===== src/design/tcdm_config.svh =====
// default tcdm sizes as macros, include in any package or module that needs a size
`ifndef TCDM_CONFIG_SVH
`define TCDM_CONFIG_SVH

// bank geometry, both powers of two
`define TCDM_NB_BANKS    4
`define TCDM_BANK_WORDS  64

// request fields
`define TCDM_DATA_W      32   // word width in bits
`define TCDM_ADDR_W      16   // byte address
`define TCDM_ID_W        4

// command buffering in front of the port controller
`define TCDM_FIFO_DEPTH  4

`endif

===== src/design/tcdm_req_pkg.sv =====
// request side vector types shared by the command path, import where fields are handled
`default_nettype none

`include "tcdm_config.svh"

package tcdm_req_pkg;

  // byte address as seen on the command port
  typedef logic [`TCDM_ADDR_W-1:0] addr_t;

  // one data word
  typedef logic [`TCDM_DATA_W-1:0] data_t;

  // one enable per byte lane
  typedef logic [`TCDM_DATA_W/8-1:0] be_t;

  // transaction tag, echoed back on reads
  typedef logic [`TCDM_ID_W-1:0] id_t;

endpackage

`default_nettype wire


===== src/design/tcdm_intf.sv =====
// command and per bank request interfaces used between fifo, controller and banks
`timescale 1ns/1ns
`default_nettype none

// valid/ready command channel from fifo head to controller
interface tcdm_cmd_if;
  import tcdm_req_pkg::*;

  logic  valid;
  logic  ready;
  logic  we;     // 1 = write
  addr_t addr;
  data_t wdata;
  be_t   be;
  id_t   id;

  modport source (output valid, we, addr, wdata, be, id, input ready);
  modport sink   (input valid, we, addr, wdata, be, id, output ready);

endinterface


`default_nettype wire


===== src/design/tcdm_cmd_fifo.sv =====
// circular command buffer between the top level command port and the port controller
`timescale 1ns/1ns
`default_nettype none

`include "tcdm_config.svh"

module tcdm_cmd_fifo #(
  parameter int unsigned Depth = `TCDM_FIFO_DEPTH
) (
  input  logic                clk_i,
  input  logic                rst_ni,
  input  logic                cmd_valid_i,
  output logic                cmd_ready_o,
  input  logic                cmd_we_i,
  input  tcdm_req_pkg::addr_t cmd_addr_i,
  input  tcdm_req_pkg::data_t cmd_wdata_i,
  input  tcdm_req_pkg::be_t   cmd_be_i,
  input  tcdm_req_pkg::id_t   cmd_id_i,
  tcdm_cmd_if.source          head
);
  import tcdm_req_pkg::*;

  localparam int unsigned PtrW = (Depth > 1) ? $clog2(Depth) : 1;
  localparam int unsigned CntW = $clog2(Depth + 1);

  // command payload per entry
  logic  we_mem    [Depth];
  addr_t addr_mem  [Depth];
  data_t wdata_mem [Depth];
  be_t   be_mem    [Depth];
  id_t   id_mem    [Depth];

  logic [PtrW-1:0] wr_ptr_q;
  logic [PtrW-1:0] rd_ptr_q;
  logic [CntW-1:0] count_q;   // entries held
  logic            full;
  logic            push;
  logic            pop;

  assign full        = (count_q == CntW'(Depth));
  assign pop         = head.valid && head.ready;
  assign cmd_ready_o = !full || head.ready;   // full still takes a push when popping
  assign push        = cmd_valid_i && cmd_ready_o;

  // head of queue straight from storage
  assign head.valid = (count_q != '0);
  assign head.we    = we_mem[rd_ptr_q];
  assign head.addr  = addr_mem[rd_ptr_q];
  assign head.wdata = wdata_mem[rd_ptr_q];
  assign head.be    = be_mem[rd_ptr_q];
  assign head.id    = id_mem[rd_ptr_q];

  always_ff @(posedge clk_i) begin : proc_store
    if (push) begin
      we_mem[wr_ptr_q]    <= cmd_we_i;
      addr_mem[wr_ptr_q]  <= cmd_addr_i;
      wdata_mem[wr_ptr_q] <= cmd_wdata_i;
      be_mem[wr_ptr_q]    <= cmd_be_i;
      id_mem[wr_ptr_q]    <= cmd_id_i;
    end
  end

  always_ff @(posedge clk_i or negedge rst_ni) begin : proc_ptrs
    if (!rst_ni) begin
      wr_ptr_q <= '0;
      rd_ptr_q <= '0;
      count_q  <= '0;
    end else begin
      if (push) begin
        wr_ptr_q <= (wr_ptr_q == PtrW'(Depth - 1)) ? '0 : wr_ptr_q + 1'b1;   // wrap
      end
      if (pop) begin
        rd_ptr_q <= (rd_ptr_q == PtrW'(Depth - 1)) ? '0 : rd_ptr_q + 1'b1;
      end
      case ({push, pop})
        2'b10:   count_q <= count_q + 1'b1;
        2'b01:   count_q <= count_q - 1'b1;
        default: count_q <= count_q;   // both or neither
      endcase
    end
  end

endmodule

`default_nettype wire


===== src/flat_wrapper.sv =====
// flat-port wrapper written by rule: the top's interface ports become plain ports
module tcdm_cmd_fifo_flat import tcdm_req_pkg::*;
#(
  parameter int unsigned Depth = `TCDM_FIFO_DEPTH
)
  (clk_i, rst_ni, cmd_valid_i, cmd_ready_o, cmd_we_i, cmd_addr_i, cmd_wdata_i, cmd_be_i, cmd_id_i, head_valid, head_we, head_addr, head_wdata, head_be, head_id, head_ready);
  tcdm_cmd_if head_i ();
  input  logic clk_i;
  input  logic rst_ni;
  input  logic cmd_valid_i;
  output logic cmd_ready_o;
  input  logic cmd_we_i;
  input  tcdm_req_pkg::addr_t cmd_addr_i;
  input  tcdm_req_pkg::data_t cmd_wdata_i;
  input  tcdm_req_pkg::be_t cmd_be_i;
  input  tcdm_req_pkg::id_t cmd_id_i;
  output wire logic [$bits(head_i.valid)-1:0] head_valid;
  output wire logic [$bits(head_i.we)-1:0] head_we;
  output wire logic [$bits(head_i.addr)-1:0] head_addr;
  output wire logic [$bits(head_i.wdata)-1:0] head_wdata;
  output wire logic [$bits(head_i.be)-1:0] head_be;
  output wire logic [$bits(head_i.id)-1:0] head_id;
  input wire logic [$bits(head_i.ready)-1:0] head_ready;
  assign head_valid = head_i.valid;
  assign head_we = head_i.we;
  assign head_addr = head_i.addr;
  assign head_wdata = head_i.wdata;
  assign head_be = head_i.be;
  assign head_id = head_i.id;
  assign head_i.ready = head_ready;
  tcdm_cmd_fifo #(.Depth(Depth)) u_core (.clk_i(clk_i), .rst_ni(rst_ni), .cmd_valid_i(cmd_valid_i), .cmd_ready_o(cmd_ready_o), .cmd_we_i(cmd_we_i), .cmd_addr_i(cmd_addr_i), .cmd_wdata_i(cmd_wdata_i), .cmd_be_i(cmd_be_i), .cmd_id_i(cmd_id_i), .head(head_i));
endmodule

===== config.mk =====
export PLATFORM = sky130hd
export DESIGN_NAME = tcdm_cmd_fifo_flat
export DESIGN_NICKNAME = d
export VERILOG_FILES = /design/src/design/tcdm_req_pkg.sv /design/src/design/tcdm_intf.sv /design/src/design/tcdm_cmd_fifo.sv /design/src/flat_wrapper.sv
export VERILOG_INCLUDE_DIRS = /design/src /design/src/design
export SDC_FILE = /design/constraint.sdc
export NUM_CORES = 1
export LEC_CHECK = 0
export BUFFER_PORTS_ARGS = -buffer_cell sky130_fd_sc_hd__buf_2
export CAP_MARGIN = 10
export CELL_PAD_IN_SITES_DETAIL_PLACEMENT = 2
export CELL_PAD_IN_SITES_GLOBAL_PLACEMENT = 2
export CORE_MARGIN = 2
export CORE_UTILIZATION = 32
export DETAILED_ROUTE_END_ITERATION = 10
export PLACE_DENSITY_LB_ADDON = 0.12
export SLEW_MARGIN = 20
export SYNTH_ARGS = -nofsm -noshare
export SYNTH_HDL_FRONTEND = slang
export SYNTH_SLANG_ARGS = --single-unit

===== constraint.sdc =====
create_clock -name clk_i -period 5.2 [get_ports clk_i]
set_input_delay 0.52 -clock clk_i [delete_from_list [all_inputs] [get_ports clk_i]]
set_output_delay 0.52 -clock clk_i [all_outputs]
set_load 0.02 [all_outputs]

# == Word level (Yosys, flattened, before mapping) ==
# Memories as Yosys holds them, arrays and structs flattened.
# Index checks and enable logic that the tools add are counted.
# word_totals
reg_bits,7
latchBits,0
mem_bits_rw,228
mem_bits_ro,0
inputBits,61
out_inout_bits,59
word_cells,28
n_memories,5
# mem_list
name,depth,word_bits,rd,rd_ports_with_merged_regs,write_ports,line_no,text
u_core.wdata_mem,4,32,1,0,1,tcdm_cmd_fifo.sv:29,data_t wdata_mem [Depth];
u_core.addr_mem,4,16,1,0,1,tcdm_cmd_fifo.sv:28,addr_t addr_mem [Depth];
u_core.be_mem,4,4,1,0,1,tcdm_cmd_fifo.sv:30,be_t be_mem [Depth];
u_core.id_mem,4,4,1,0,1,tcdm_cmd_fifo.sv:31,id_t id_mem [Depth];
u_core.we_mem,4,1,1,0,1,tcdm_cmd_fifo.sv:27,logic we_mem [Depth];
# op_classes
add_sub_neg,4
n_mul,0
div,0
order_cmp,0
eq_ne,5
n_shift,0
n_mux,5
bitwise_logic,0
n_reduce_logical,6
# ops
cell,count
2-bit == test (second input constant),3
3-bit case mux with 2 select lines,1
2-bit by 1-bit adder with 2-bit output (second input constant),2
2-bit two-way mux,2
3-bit by 1-bit adder with 3-bit output (second input constant),1
3-bit == test (second input constant),1
3-bit nonzero test,1
3-bit by 1-bit subtractor with 3-bit output (second input constant),1
2-bit by 1-bit == test with 1-bit output (second input constant),1
1-bit logical AND,2
1-bit two-way mux,2
2-bit nonzero test,1
1-bit zero test,1
1-bit logical OR,1

# == Logic depth before layout (Yosys ltp) ==
# Gate-level depths: netlist of the first run.
# depth
word_depth,6
ltp_mapped,10
depth_no_buf,9

# == Worst setup path after synthesis of the first run ==
# Ideal clock, no wire load.
# synth_path
kind,in2reg
from,input head_ready
to,"memory u_core.addr_mem[0][0] in the netlist's numbering, enable pin"
setup_time_ns,0.421
arrival_ns,2.232
required_ns,4.779
path_slack_ns,2.547
cell_stages,3
n_path_buf,1
cell_sequence,or4b_1 buf_2 and3_1
# synth_between
elab_chain_len,4
# synth_rtl
item,line_no,text
start: declaration,flat_wrapper.sv:23,input wire logic [$bits(head_i.ready)-1:0] head_ready;
1-bit logical OR,tcdm_cmd_fifo.sv:42,assign cmd_ready_o = !full || head.ready;
named net cmd_ready_o,flat_wrapper.sv:11,output logic cmd_ready_o;
1-bit logical AND,tcdm_cmd_fifo.sv:43,assign push = cmd_valid_i && cmd_ready_o;
1-bit two-way mux,tcdm_cmd_fifo.sv:54,if (push) begin
1-bit two-way mux (not written as such),tcdm_cmd_fifo.sv:56,addr_mem[wr_ptr_q] <= cmd_addr_i;
end: declaration,tcdm_cmd_fifo.sv:28,
# The timed path passes the listed nets, and every way through them passes these cells.

# == Final worst setup path of the first run ==
# layout_path
from,register u_core.rd_ptr_q[0]
to,output head_addr[4]
# layout_between
elab_chain_len,1
# layout_rtl
item,line_no,text
start: declaration,tcdm_cmd_fifo.sv:34,logic [PtrW-1:0] rd_ptr_q;
start signal: assignment,tcdm_cmd_fifo.sv:73,rd_ptr_q <= (rd_ptr_q == PtrW'(Depth - 1)) ? '0 : rd_ptr_q + 1'b1;
memory read 4 x 16 bit,--,
end: declaration,flat_wrapper.sv:19,output wire logic [$bits(head_i.addr)-1:0] head_addr;
# No other way between the ends.

==> results of run 1 <==
-- final timing paths --
kind	end	startpoint	slack (ps)
hold / removal	u_core.addr_mem[3][5]	cmd_addr_i[5]	210
setup reg to reg	u_core.count_q[2]	u_core.count_q[1]	2640
max in group asynchronous	u_core.rd_ptr_q[1]	rst_ni	4620
min in group asynchronous	u_core.wr_ptr_q[0]	rst_ni	380
setup / recovery	head_addr[4]	u_core.rd_ptr_q[0]	1860
hold reg to reg	u_core.count_q[2]	u_core.count_q[2]	490
-- repair_timing --
item / 4_1_cts / 5_1_grt
endpoints found under the setup margin: 0 / 0
hold buffers: 1 / 0
endpoints found under the hold margin: 7 / 0
-- per-stage QoR --
step | worst slack, ps | total power (W) | hold slack [ps] | instance area [um^2] | util (%)
floorplan | 2550 | 0.00397 | 224 | 8670 | -
global placement | 2270 | 0.00458 | 379 | 9640 | 36.0
detailed placement | 2250 | 0.00462 | 383 | 9640 | 36.0
CTS | 1680 | 0.00635 | 187 | 10400 | 38.9
global route | 1590 | 0.00652 | 194 | 10400 | 38.9
finish | 1860 | 0.00619 | 212 | 10400 | 38.9
-- cell type report --
cell class | count | area, um^2 | area share, %
sequential | 235 | 7030 | 67.4
multi-input combinational | 85 | 1550 | 14.9
clock buffer | 35 | 706 | 6.76
timing repair buffer | 121 | 613 | 5.88
tap | 341 | 427 | 4.09
clock inverter | 12 | 80.1 | 0.768
inverter | 7 | 26.3 | 0.252
-- kinds of logic after synthesis --
family / count (synthesis) / synth area share, %
simple gates: 13 / 0.866
flops: 235 / 81.0
fa+ha+maj: 7 / 1.10
xor+xnor: 3 / 0.303
mux: 60 / 15.2
buf+inv: 21 / 1.33
compound gates: 2 / 0.202
-- power groups by stage --
| stage | Combinational, W | Clock [W] | Sequential [W] |
|---|---|---|---|
| 3_3_place_gp | 0.00177 | 0 | 0.00281 |
| 2_1_floorplan | 0.00138 | 0 | 0.00259 |
| 6_report | 0.00173 | 0.00169 | 0.00277 |
| 3_5_place_dp | 0.00178 | 0 | 0.00284 |
| 5_1_grt | 0.00187 | 0.00182 | 0.00284 |
| 4_1_cts | 0.00179 | 0.00176 | 0.00280 |
-- metal layers --
layer  vias up  GRT usage (%)  part of all wire [%]
li1       1723              -                     -
met1      2054           15.6                    41
met2        82           22.7                    52
met3        39           2.95                   4.6
met4         2           3.56                   2.3
met5         -              0                 0.073
-- flip-flops by register name, indices dropped and copies added (netlist names) --
register          flops
u_core.be_mem        16
u_core.addr_mem      64
u_core.wdata_mem    128
u_core.id_mem        16
u_core.wr_ptr_q       2
u_core.we_mem         4
u_core.count_q        3
u_core.rd_ptr_q       2
-- cells in the final DEF (no fill, tap or decap), types with 2 or more instances in the layout --
cell type,count
edfxtp_1,228
o21ai_2,2
xor2_1,2
clkinv_2,7
ha_1,6
dfrtp_4,2
clkbuf_1,8
and3_4,4
dfrtp_1,5
mux4_2,57
nand3_1,2
clkbuf_16,27
mux2_2,2
nor2_1,3
inv_1,7
clkinv_1,4
buf_2,119
-- critical path, delay by kind of cell (launching register included) --
family,cells,cell delay [ps]
flip-flops,1,930
multiplexers,1,590
buffers and inverters,2,760
==> results_dict.tcl, run 1 <==
set metrics [dict create \
    status "complete, no violations" \
    relSlewSlack_pct 32.5 \
    cts.path.max_buffers 3 \
    die_x_um 169 \
    layout-drive-gt1-share_pct 45.1 \
    dieHeight_um 169 \
    initial_core_util_pct 32.3 \
    critPathKind "reg -> out" \
    synth_edf_count 228 \
    numCtsBuffers 27 \
    ys.flop_type "edfxtp_1" \
    syn_avg_cell_area_um2 25.4 \
    power.internal_w 0.00423 \
    yosysSeqAreaShare_pct 81.0 \
    power_density_nw_per_um2 593 \
    synth_common_cells "edfxtp_1 (228), mux4_2 (57), dfrtp_1 (7), inv_1 (7), ha_1 (6)" \
    synth_area_leaders "edfxtp_1 (79%), mux4_2 (15%), dfrtp_1 (2.0%)" \
    areaGrowthSynthToFinish_pct 20.4 \
    vias 3900 \
    design.portCount 120 \
    drt_wl_total_um 17800 \
    cp_max_fo 35 \
    ys_types 22 \
    dp_cells 788 \
    critPathArrivalTime_ps 2820 \
    tns_ps 0 \
    nFillCells 2525 \
    fin_crit_ps 3340 \
    synthArstFlopShare_pct 2.98 \
    synth.net_count 409 \
    ys_ff_latch 235 \
    grt_pass1_vias 4499 \
    synth_warnings 0 \
    diodes 0 \
    worstRegToRegCells 9 \
    drc 0 \
    dr.pass1.iters 4 \
    worstSetupEndpointType "primary output" \
    viasPerCell 4.67 \
    initialDrtViolationCount 182 \
    final-hold-violation-count 0 \
    setup_viol 0 \
    netlist_area_um2 8670 \
    yosysMostFrequentCell "edfxtp_1" \
    grt_pass1_wl_um 27100 \
    hpwl_um 9710 \
    max_slew.worst_pin.slew_ps 1010 \
    grt_max_degree 60 \
    cts.sinks 235 \
    cts_resized 0 \
    post-cts-setup-buffer-count 0 \
    start_kind "flip-flop" \
    crit_required_ps 4680 \
    tritoncts "done" \
    post-route-period-util_pct 64.2 \
    cap_viol_max_count 0 \
    critPathMaxStageDelay_ps 930 \
    crit_chain "buf_4 -> mux4_2 -> buf_2" \
    antenna_found_initial 1 \
    clkLatencyLatePin_ps 510 \
    p_switching_w 0.00196 \
    fin_nets 545 \
    wire_per_inst_um 21.3 \
    drv_slew 0 \
    htree_levels 1 \
    finClkSkew_ps 8.26 \
    fin_cells 836 \
    p_comb_share_pct 27.9 \
    grt_overflow 0 \
    rsz0062_at_grt "no" \
    critPathSlowestCell "dfrtp_4" \
    die-area_um2 28400 \
    vdd_drop_max_mv 0.258 \
    p_leak_nw 3.55 \
    yosys.area.top_type "edfxtp_1" \
    hold_class "in -> reg" \
    grt_usage_pct 12.7 \
    pwr-share-seq_pct 44.8 \
    io_buffers 119 \
    clk_pin_slew_ps 50 \
    p_sw_share_pct 31.6 \
    synth_top_area_share_pct 79.0 \
    routabilityCongestion 0.653 \
    cts_root_buf "clkbuf_16" \
    design.core.area_um2 26800 \
    rows 60 \
    ant_nets 0 \
    clkPwrFrac_pct 27.3 \
    min_path_cells 1 \
    netlist_instances 341 \
    clock.fmax_mhz 299 \
]
Power figures use the tool's default switching activity.
==> inputs of run 2 (changes only) <==
--- a/config.mk
+++ b/config.mk
@@ -6,6 +6,7 @@
 export SDC_FILE = /design/constraint.sdc
 export NUM_CORES = 1
 export LEC_CHECK = 0
+export ABC_AREA = 1
 export BUFFER_PORTS_ARGS = -buffer_cell sky130_fd_sc_hd__buf_2
 export CAP_MARGIN = 10
 export CELL_PAD_IN_SITES_DETAIL_PLACEMENT = 2
==> constraint.sdc (replaced) <==
create_clock -name clk_i -period 3.35 [get_ports clk_i]
set_input_delay 0.335 -clock clk_i [delete_from_list [all_inputs] [get_ports clk_i]]
set_output_delay 0.335 -clock clk_i [all_outputs]
set_load 0.02 [all_outputs]
==> run 2 against run 1 <==
Net effect: total power up 73%; worst hold slack worse by 180 ps; non-clock buffer count up 20; clock skew decreased by 1.2 ps; combinational power is 110% higher; clock power increased by 76%; final cell count is 51% higher; synthesized cell count rose by 110%; global-route usage grew 2.3 points; via count grew 51%; core utilization grew 0.72 points; setup slack worse by 1300 ps.
==> results_dict.tcl, run 2 <==
set metrics [dict create \
    status "complete, no violations" \
    cts_root_buf "clkbuf_16" \
    drv_slew 0 \
    power_density_nw_per_um2 937 \
    critPathArrivalTime_ps 2440 \
    pwr-share-seq_pct 38.7 \
    layout-drive-gt1-share_pct 20.2 \
    cap_viol_max_count 0 \
    crit_required_ps 3010 \
    yosys.area.top_type "edfxtp_1" \
    die-area_um2 30700 \
    p_sw_share_pct 36.7 \
    relSlewSlack_pct 46.0 \
    routabilityCongestion 0.665 \
    setup_viol 0 \
    drt_wl_total_um 23000 \
    vias 5885 \
    initialDrtViolationCount 300 \
    synth.net_count 793 \
    ant_nets 0 \
    grt_max_degree 76 \
    ys_types 17 \
    yosysMostFrequentCell "edfxtp_1" \
    synthArstFlopShare_pct 2.98 \
    ys_ff_latch 235 \
    grt_pass1_vias 6649 \
    cp_max_fo 75 \
    synth_area_leaders "edfxtp_1 (73%), nand2_1 (5.2%), inv_1 (5.1%)" \
    synth_warnings 0 \
    cts_resized 0 \
    io_buffers 119 \
    dr.pass1.iters 4 \
    grt_pass1_wl_um 35900 \
    dp_cells 1204 \
    final-hold-violation-count 0 \
    p_leak_nw 4.52 \
    hold_class "in -> reg" \
    design.core.area_um2 28800 \
    areaGrowthSynthToFinish_pct 21.8 \
    viasPerCell 4.65 \
    hold_ws_ps 27.4 \
    grt_overflow 0 \
    die_x_um 175 \
    numCtsBuffers 27 \
    largest_reg_flops 128 \
    wire_per_inst_um 18.2 \
    critPathKind "reg -> out" \
    netlist_area_um2 9370 \
    worstSetupEndpointType "primary output" \
    dieHeight_um 175 \
    rsz0062_at_grt "no" \
    synth_common_cells "edfxtp_1 (228), nand2_1 (131), inv_1 (127)" \
    clkLatencyLatePin_ps 520 \
    synth_edf_count 228 \
    final_cell_mix "edfxtp_1 (228), nand2_1 (131), inv_1 (127)" \
    initial_core_util_pct 32.5 \
    drc 0 \
    cts.sinks 235 \
    start_kind "flip-flop" \
    rows 62 \
    fin_cells 1265 \
    ys.flop_type "edfxtp_1" \
    yosysSeqAreaShare_pct 75.0 \
    tritoncts "done" \
    clk_pin_slew_ps 60 \
    clkPwrFrac_pct 27.9 \
    htree_levels 1 \
    fin_nets 925 \
    synth_top_area_share_pct 73.1 \
    post-route-period-util_pct 82.9 \
    grt_usage_pct 15.0 \
    power.internal_w 0.00677 \
    syn_avg_cell_area_um2 12.9 \
    fin_crit_ps 2780 \
    p_comb_share_pct 33.4 \
    post-cts-setup-buffer-count 0 \
    layout_commonest_cell "edfxtp_1" \
    vdd_drop_max_mv 0.739 \
    p_switching_w 0.00392 \
    top_register "u_core.wdata_mem" \
    finClkSkew_ps 7.06 \
    design.portCount 120 \
    clock.fmax_mhz 360 \
    hpwl_um 14200 \
    reg_top3 "u_core.wdata_mem x128, u_core.addr_mem x64" \
    antenna_found_initial 5 \
    netlist_instances 725 \
    cts.path.max_buffers 3 \
    max_slew.worst_pin.slew_ps 810 \
]
-- run 2: cell count changes in the layout (fill, tap and decap cells not counted), moves of 6 or more --
cell / before / now
o21ai_1: 0 / 16
a21oi_1: 0 / 57
mux4_2: 57 / 0
clkinv_1: 4 / 10
dlygate4sd3_1: 1 / 8
clkbuf_1: 8 / 1
buf_4: 1 / 11
nand2_1: 1 / 131
o21ai_0: 0 / 42
o211ai_1: 0 / 57
inv_1: 7 / 127
-- run 2: worst max-delay path: stages, from the launching register on --
cell      delay, ps
dfrtp_4         930
buf_4           460
nand2_1         130
o211ai_1        110
nand2_1          80
buf_2           160
-- run 2: per-stage QoR --
stage | util (%) | area (um^2) | TNS (ps) | power (W) | setup slack (ps)
2_1_floorplan | - | 9370 | -92530 | 0.00652 | -406
3_3_place_gp | 36.2 | 10400 | 0 | 0.00767 | 1160
3_5_place_dp | 36.2 | 10400 | 0 | 0.00787 | 1050
4_1_cts | 39.6 | 11400 | 0 | 0.0109 | 506
5_1_grt | 39.6 | 11400 | 0 | 0.0114 | 350
6_report | 39.6 | 11400 | 0 | 0.0107 | 572
-- run 2: layout make-up --
class | instances | area (um^2)
antenna | 4 | 10.0
fill | 2943 | 17400
multi-input combinational | 325 | 1690
sequential | 235 | 7030
inverter | 127 | 477
timing repair buffer | 141 | 818
clock inverter | 21 | 224
clock buffer | 28 | 679
tap | 384 | 480
-- run 2: kinds of logic (layout without fill, tap and decap cells) --
family	count (synthesis)	after routing	share of synthesized area (%)
flip-flops	235	235	75.0
AO/OA/AOI/OAI	172	172	10.7
buffers and inverters	165	317	7.31
AND/OR/NAND/NOR	145	145	5.90
adder cells (fa/ha/maj)	7	7	1.02
XOR/XNOR	1	1	0.0935
other	0	4	0
-- run 2: timing repair --
item,in CTS,in global routing
hold buffers,8,0
setup endpoints to repair,0,0
hold endpoints to repair,24,0
-- run 2: path summary, 6_finish.rpt --
check	start	to	slack [ps]	cells after the start
worst max register to register	u_core.count_q[1]	u_core.count_q[2]	1040	10
worst max-delay path	u_core.rd_ptr_q[0]	head_addr[1]	570	5
worst min register to register	u_core.count_q[2]	u_core.count_q[2]	500	2
max in group asynchronous	rst_ni	u_core.rd_ptr_q[0]	2970	2
worst min-delay path	cmd_wdata_i[24]	u_core.wdata_mem[1][24]	30	1
min in group asynchronous	rst_ni	u_core.rd_ptr_q[1]	180	2
-- run 2: routing by layer --
| layer | track usage, % | vias up | wire, um |
|---|---|---|---|
| met1 | 17.5 | 2969 | 9390 |
| met4 | 3.92 | 2 | 425 |
| met3 | 3.05 | 35 | 999 |
| met5 | 0 | - | 13 |
| li1 | - | 2782 | - |
| met2 | 28.0 | 97 | 12200 |
-- run 2: power by group through the flow --
| stage | sequential (W) | combinational, W | clock, W |
|---|---|---|---|
| 6_report | 0.00414 | 0.00357 | 0.00298 |
| 5_1_grt | 0.00420 | 0.00400 | 0.00319 |
| 4_1_cts | 0.00415 | 0.00371 | 0.00309 |
| 3_5_place_dp | 0.00421 | 0.00367 | 0 |
| 3_3_place_gp | 0.00415 | 0.00352 | 0 |
| 2_1_floorplan | 0.00405 | 0.00247 | 0 |
==> inputs of run 3 (changes only) <==
==> constraint.sdc (replaced) <==
create_clock -name clk_i -period 2.4 [get_ports clk_i]
set_input_delay 0.24 -clock clk_i [delete_from_list [all_inputs] [get_ports clk_i]]
set_output_delay 0.24 -clock clk_i [all_outputs]
set_load 0.02 [all_outputs]
==> run 3 against run 2 <==
Net effect: worst hold slack improved by 51 ps; sequential power rose by 38%; total power rose by 39%; final cell count rose by 3.6%; combinational power rose by 50%; die area did not move; global-route usage rose by 0.12 points; critical path type unchanged; largest cell class unchanged; highest routed layer is now met4; routed wire length rose by 0.72%.
==> results_dict.tcl, run 3 (synthesis results as in run 2) <==
set metrics [dict create \
    status "complete, no violations" \
    hpwl_um 13300 \
    initialDrtViolationCount 301 \
    cts.path.max_buffers 3 \
    vdd_drop_max_mv 1.04 \
    grt_pass1_vias 6856 \
    cts.sinks 235 \
    design.core.area_um2 28800 \
    crit_family "flip-flops" \
    layout-drive-gt1-share_pct 18.8 \
    clk_pin_slew_ps 60 \
    tns_ps 0 \
    areaGrowthSynthToFinish_pct 27.6 \
    drv_slew 0 \
    dr.pass1.iters 4 \
    worst-r2r-setup-slack_ps 500 \
    design.portCount 120 \
    power_density_nw_per_um2 1240 \
    postPlaceCellArea_um2 10500 \
    critPathMaxStageDelay_ps 600 \
    clock.fmax_mhz 442 \
    grt_max_degree 85 \
    die-area_um2 30700 \
    rows 62 \
    post-route-period-util_pct 94.2 \
    final-hold-violation-count 0 \
    ant_nets 0 \
    hold_class "in -> async" \
    final_cell_mix "edfxtp_1 (228), nand2_1 (131), inv_1 (127)" \
    max_slew.worst_pin.slew_ps 398 \
    critPathSlowestCell "dfrtp_4" \
    viasPerCell 4.64 \
    crit_required_ps 2160 \
    cap_viol_max_count 0 \
    rsz0062_at_grt "no" \
    grt_overflow 0 \
    layout_commonest_cell "edfxtp_1" \
    worstRegToRegCells 10 \
    p_leak_nw 4.72 \
    initial_core_util_pct 32.5 \
    finClkSkew_ps 17.5 \
    clkLatencyLatePin_ps 520 \
    wire_per_inst_um 17.7 \
    grt_pass1_wl_um 36400 \
    cts_root_buf "clkbuf_16" \
    start_kind "flip-flop" \
    vias 6084 \
    finalPower_w 0.0148 \
    grt_usage_pct 15.1 \
    r2r-start "u_core.count_q[1]" \
    worstPathBufferInverterCount 2 \
    fin_nets 977 \
    nFillCells 2910 \
    reg_top3 "u_core.wdata_mem x128, u_core.addr_mem x64" \
    fin_crit_ps 2260 \
    tritoncts "done" \
    routabilityCongestion 0.688 \
    final_area_um2 12000 \
    cp_max_fo 84 \
    critPathArrivalTime_ps 2020 \
    diodes 0 \
    die_x_um 175 \
    io_buffers 119 \
    r2r-end "u_core.count_q[2]" \
    critPathKind "reg -> out" \
    relSlewSlack_pct 73.5 \
    top_register "u_core.wdata_mem" \
    numCtsBuffers 26 \
    worstSetupEndpointType "primary output" \
    setup_viol 0 \
    crit_chain "buf_16 -> a21oi_2 -> o21ai_0 -> nand2_1 -> buf_2" \
    drt_wl_total_um 23200 \
    largest_reg_flops 128 \
    drc 0 \
    dieHeight_um 175 \
    htree_levels 1 \
    antenna_found_initial 0 \
]
==> run 3: timing repair <==
item | 4_1_cts | 5_1_grt
buffers inserted | 1 | 2
gates resized for setup | 0 | 3
endpoints found under the hold margin | 239 | 0
setup endpoints to repair | 12 | 20
hold buffers | 60 | 0
==> run 3: routing by layer <==
layer | GRT usage (%) | share of wire, %
met4 | 3.58 | 1.9
met5 | 0 | 0
met3 | 2.57 | 3.6
met1 | 18.0 | 42
met2 | 28.4 | 53
==> run 3: area by class of cell <==
class | instances | area, um^2 | area share [%]
Clock buffer | 34 | 702 | 5.87
Clock inverter | 12 | 105 | 0.879
Inverter | 127 | 477 | 3.99
Multi-Input combinational cell | 325 | 1690 | 14.2
Sequential cell | 235 | 7030 | 58.8
Tap cell | 384 | 480 | 4.02
Timing Repair Buffer | 194 | 1460 | 12.2
==> run 3: worst max-delay path by stage <==
stage                        from                    end  cells after the start
2_1_floorplan   u_core.count_q[2]  u_core.addr_mem[0][0]                      5
3_3_place_gp   u_core.rd_ptr_q[1]         head_wdata[25]                      4
3_5_place_dp    u_core.count_q[1]      u_core.count_q[2]                     10
4_1_cts        u_core.rd_ptr_q[0]          head_wdata[8]                      5
5_1_grt        u_core.rd_ptr_q[0]             head_be[3]                      5
6_report       u_core.rd_ptr_q[0]          head_wdata[8]                      5
==> run 3: where the power goes <==
group / leakage [nW] / total [W] / internal (W) / switching [W]
sequential: 2.17 / 0.00570 / 0.00538 / 0.000329
clock: 0.391 / 0.00380 / 0.00226 / 0.00154
combinational: 2.16 / 0.00534 / 0.00170 / 0.00364
total: 4.72 / 0.0148 / 0.00933 / 0.00552
==> run 3: per-stage QoR <==
step | util, % | worst slack, ps | hold slack (ps) | instances
finish | 41.5 | 139 | 78.8 | 1311
detailed placement | 36.4 | 479 | 95.5 | 1202
floorplan | - | -450 | -55.6 | 725
CTS | 41.4 | 8.91 | 66.7 | 1309
global route | 41.5 | 1.30 | 86.3 | 1311
global placement | 36.4 | 576 | 86.5 | 1202
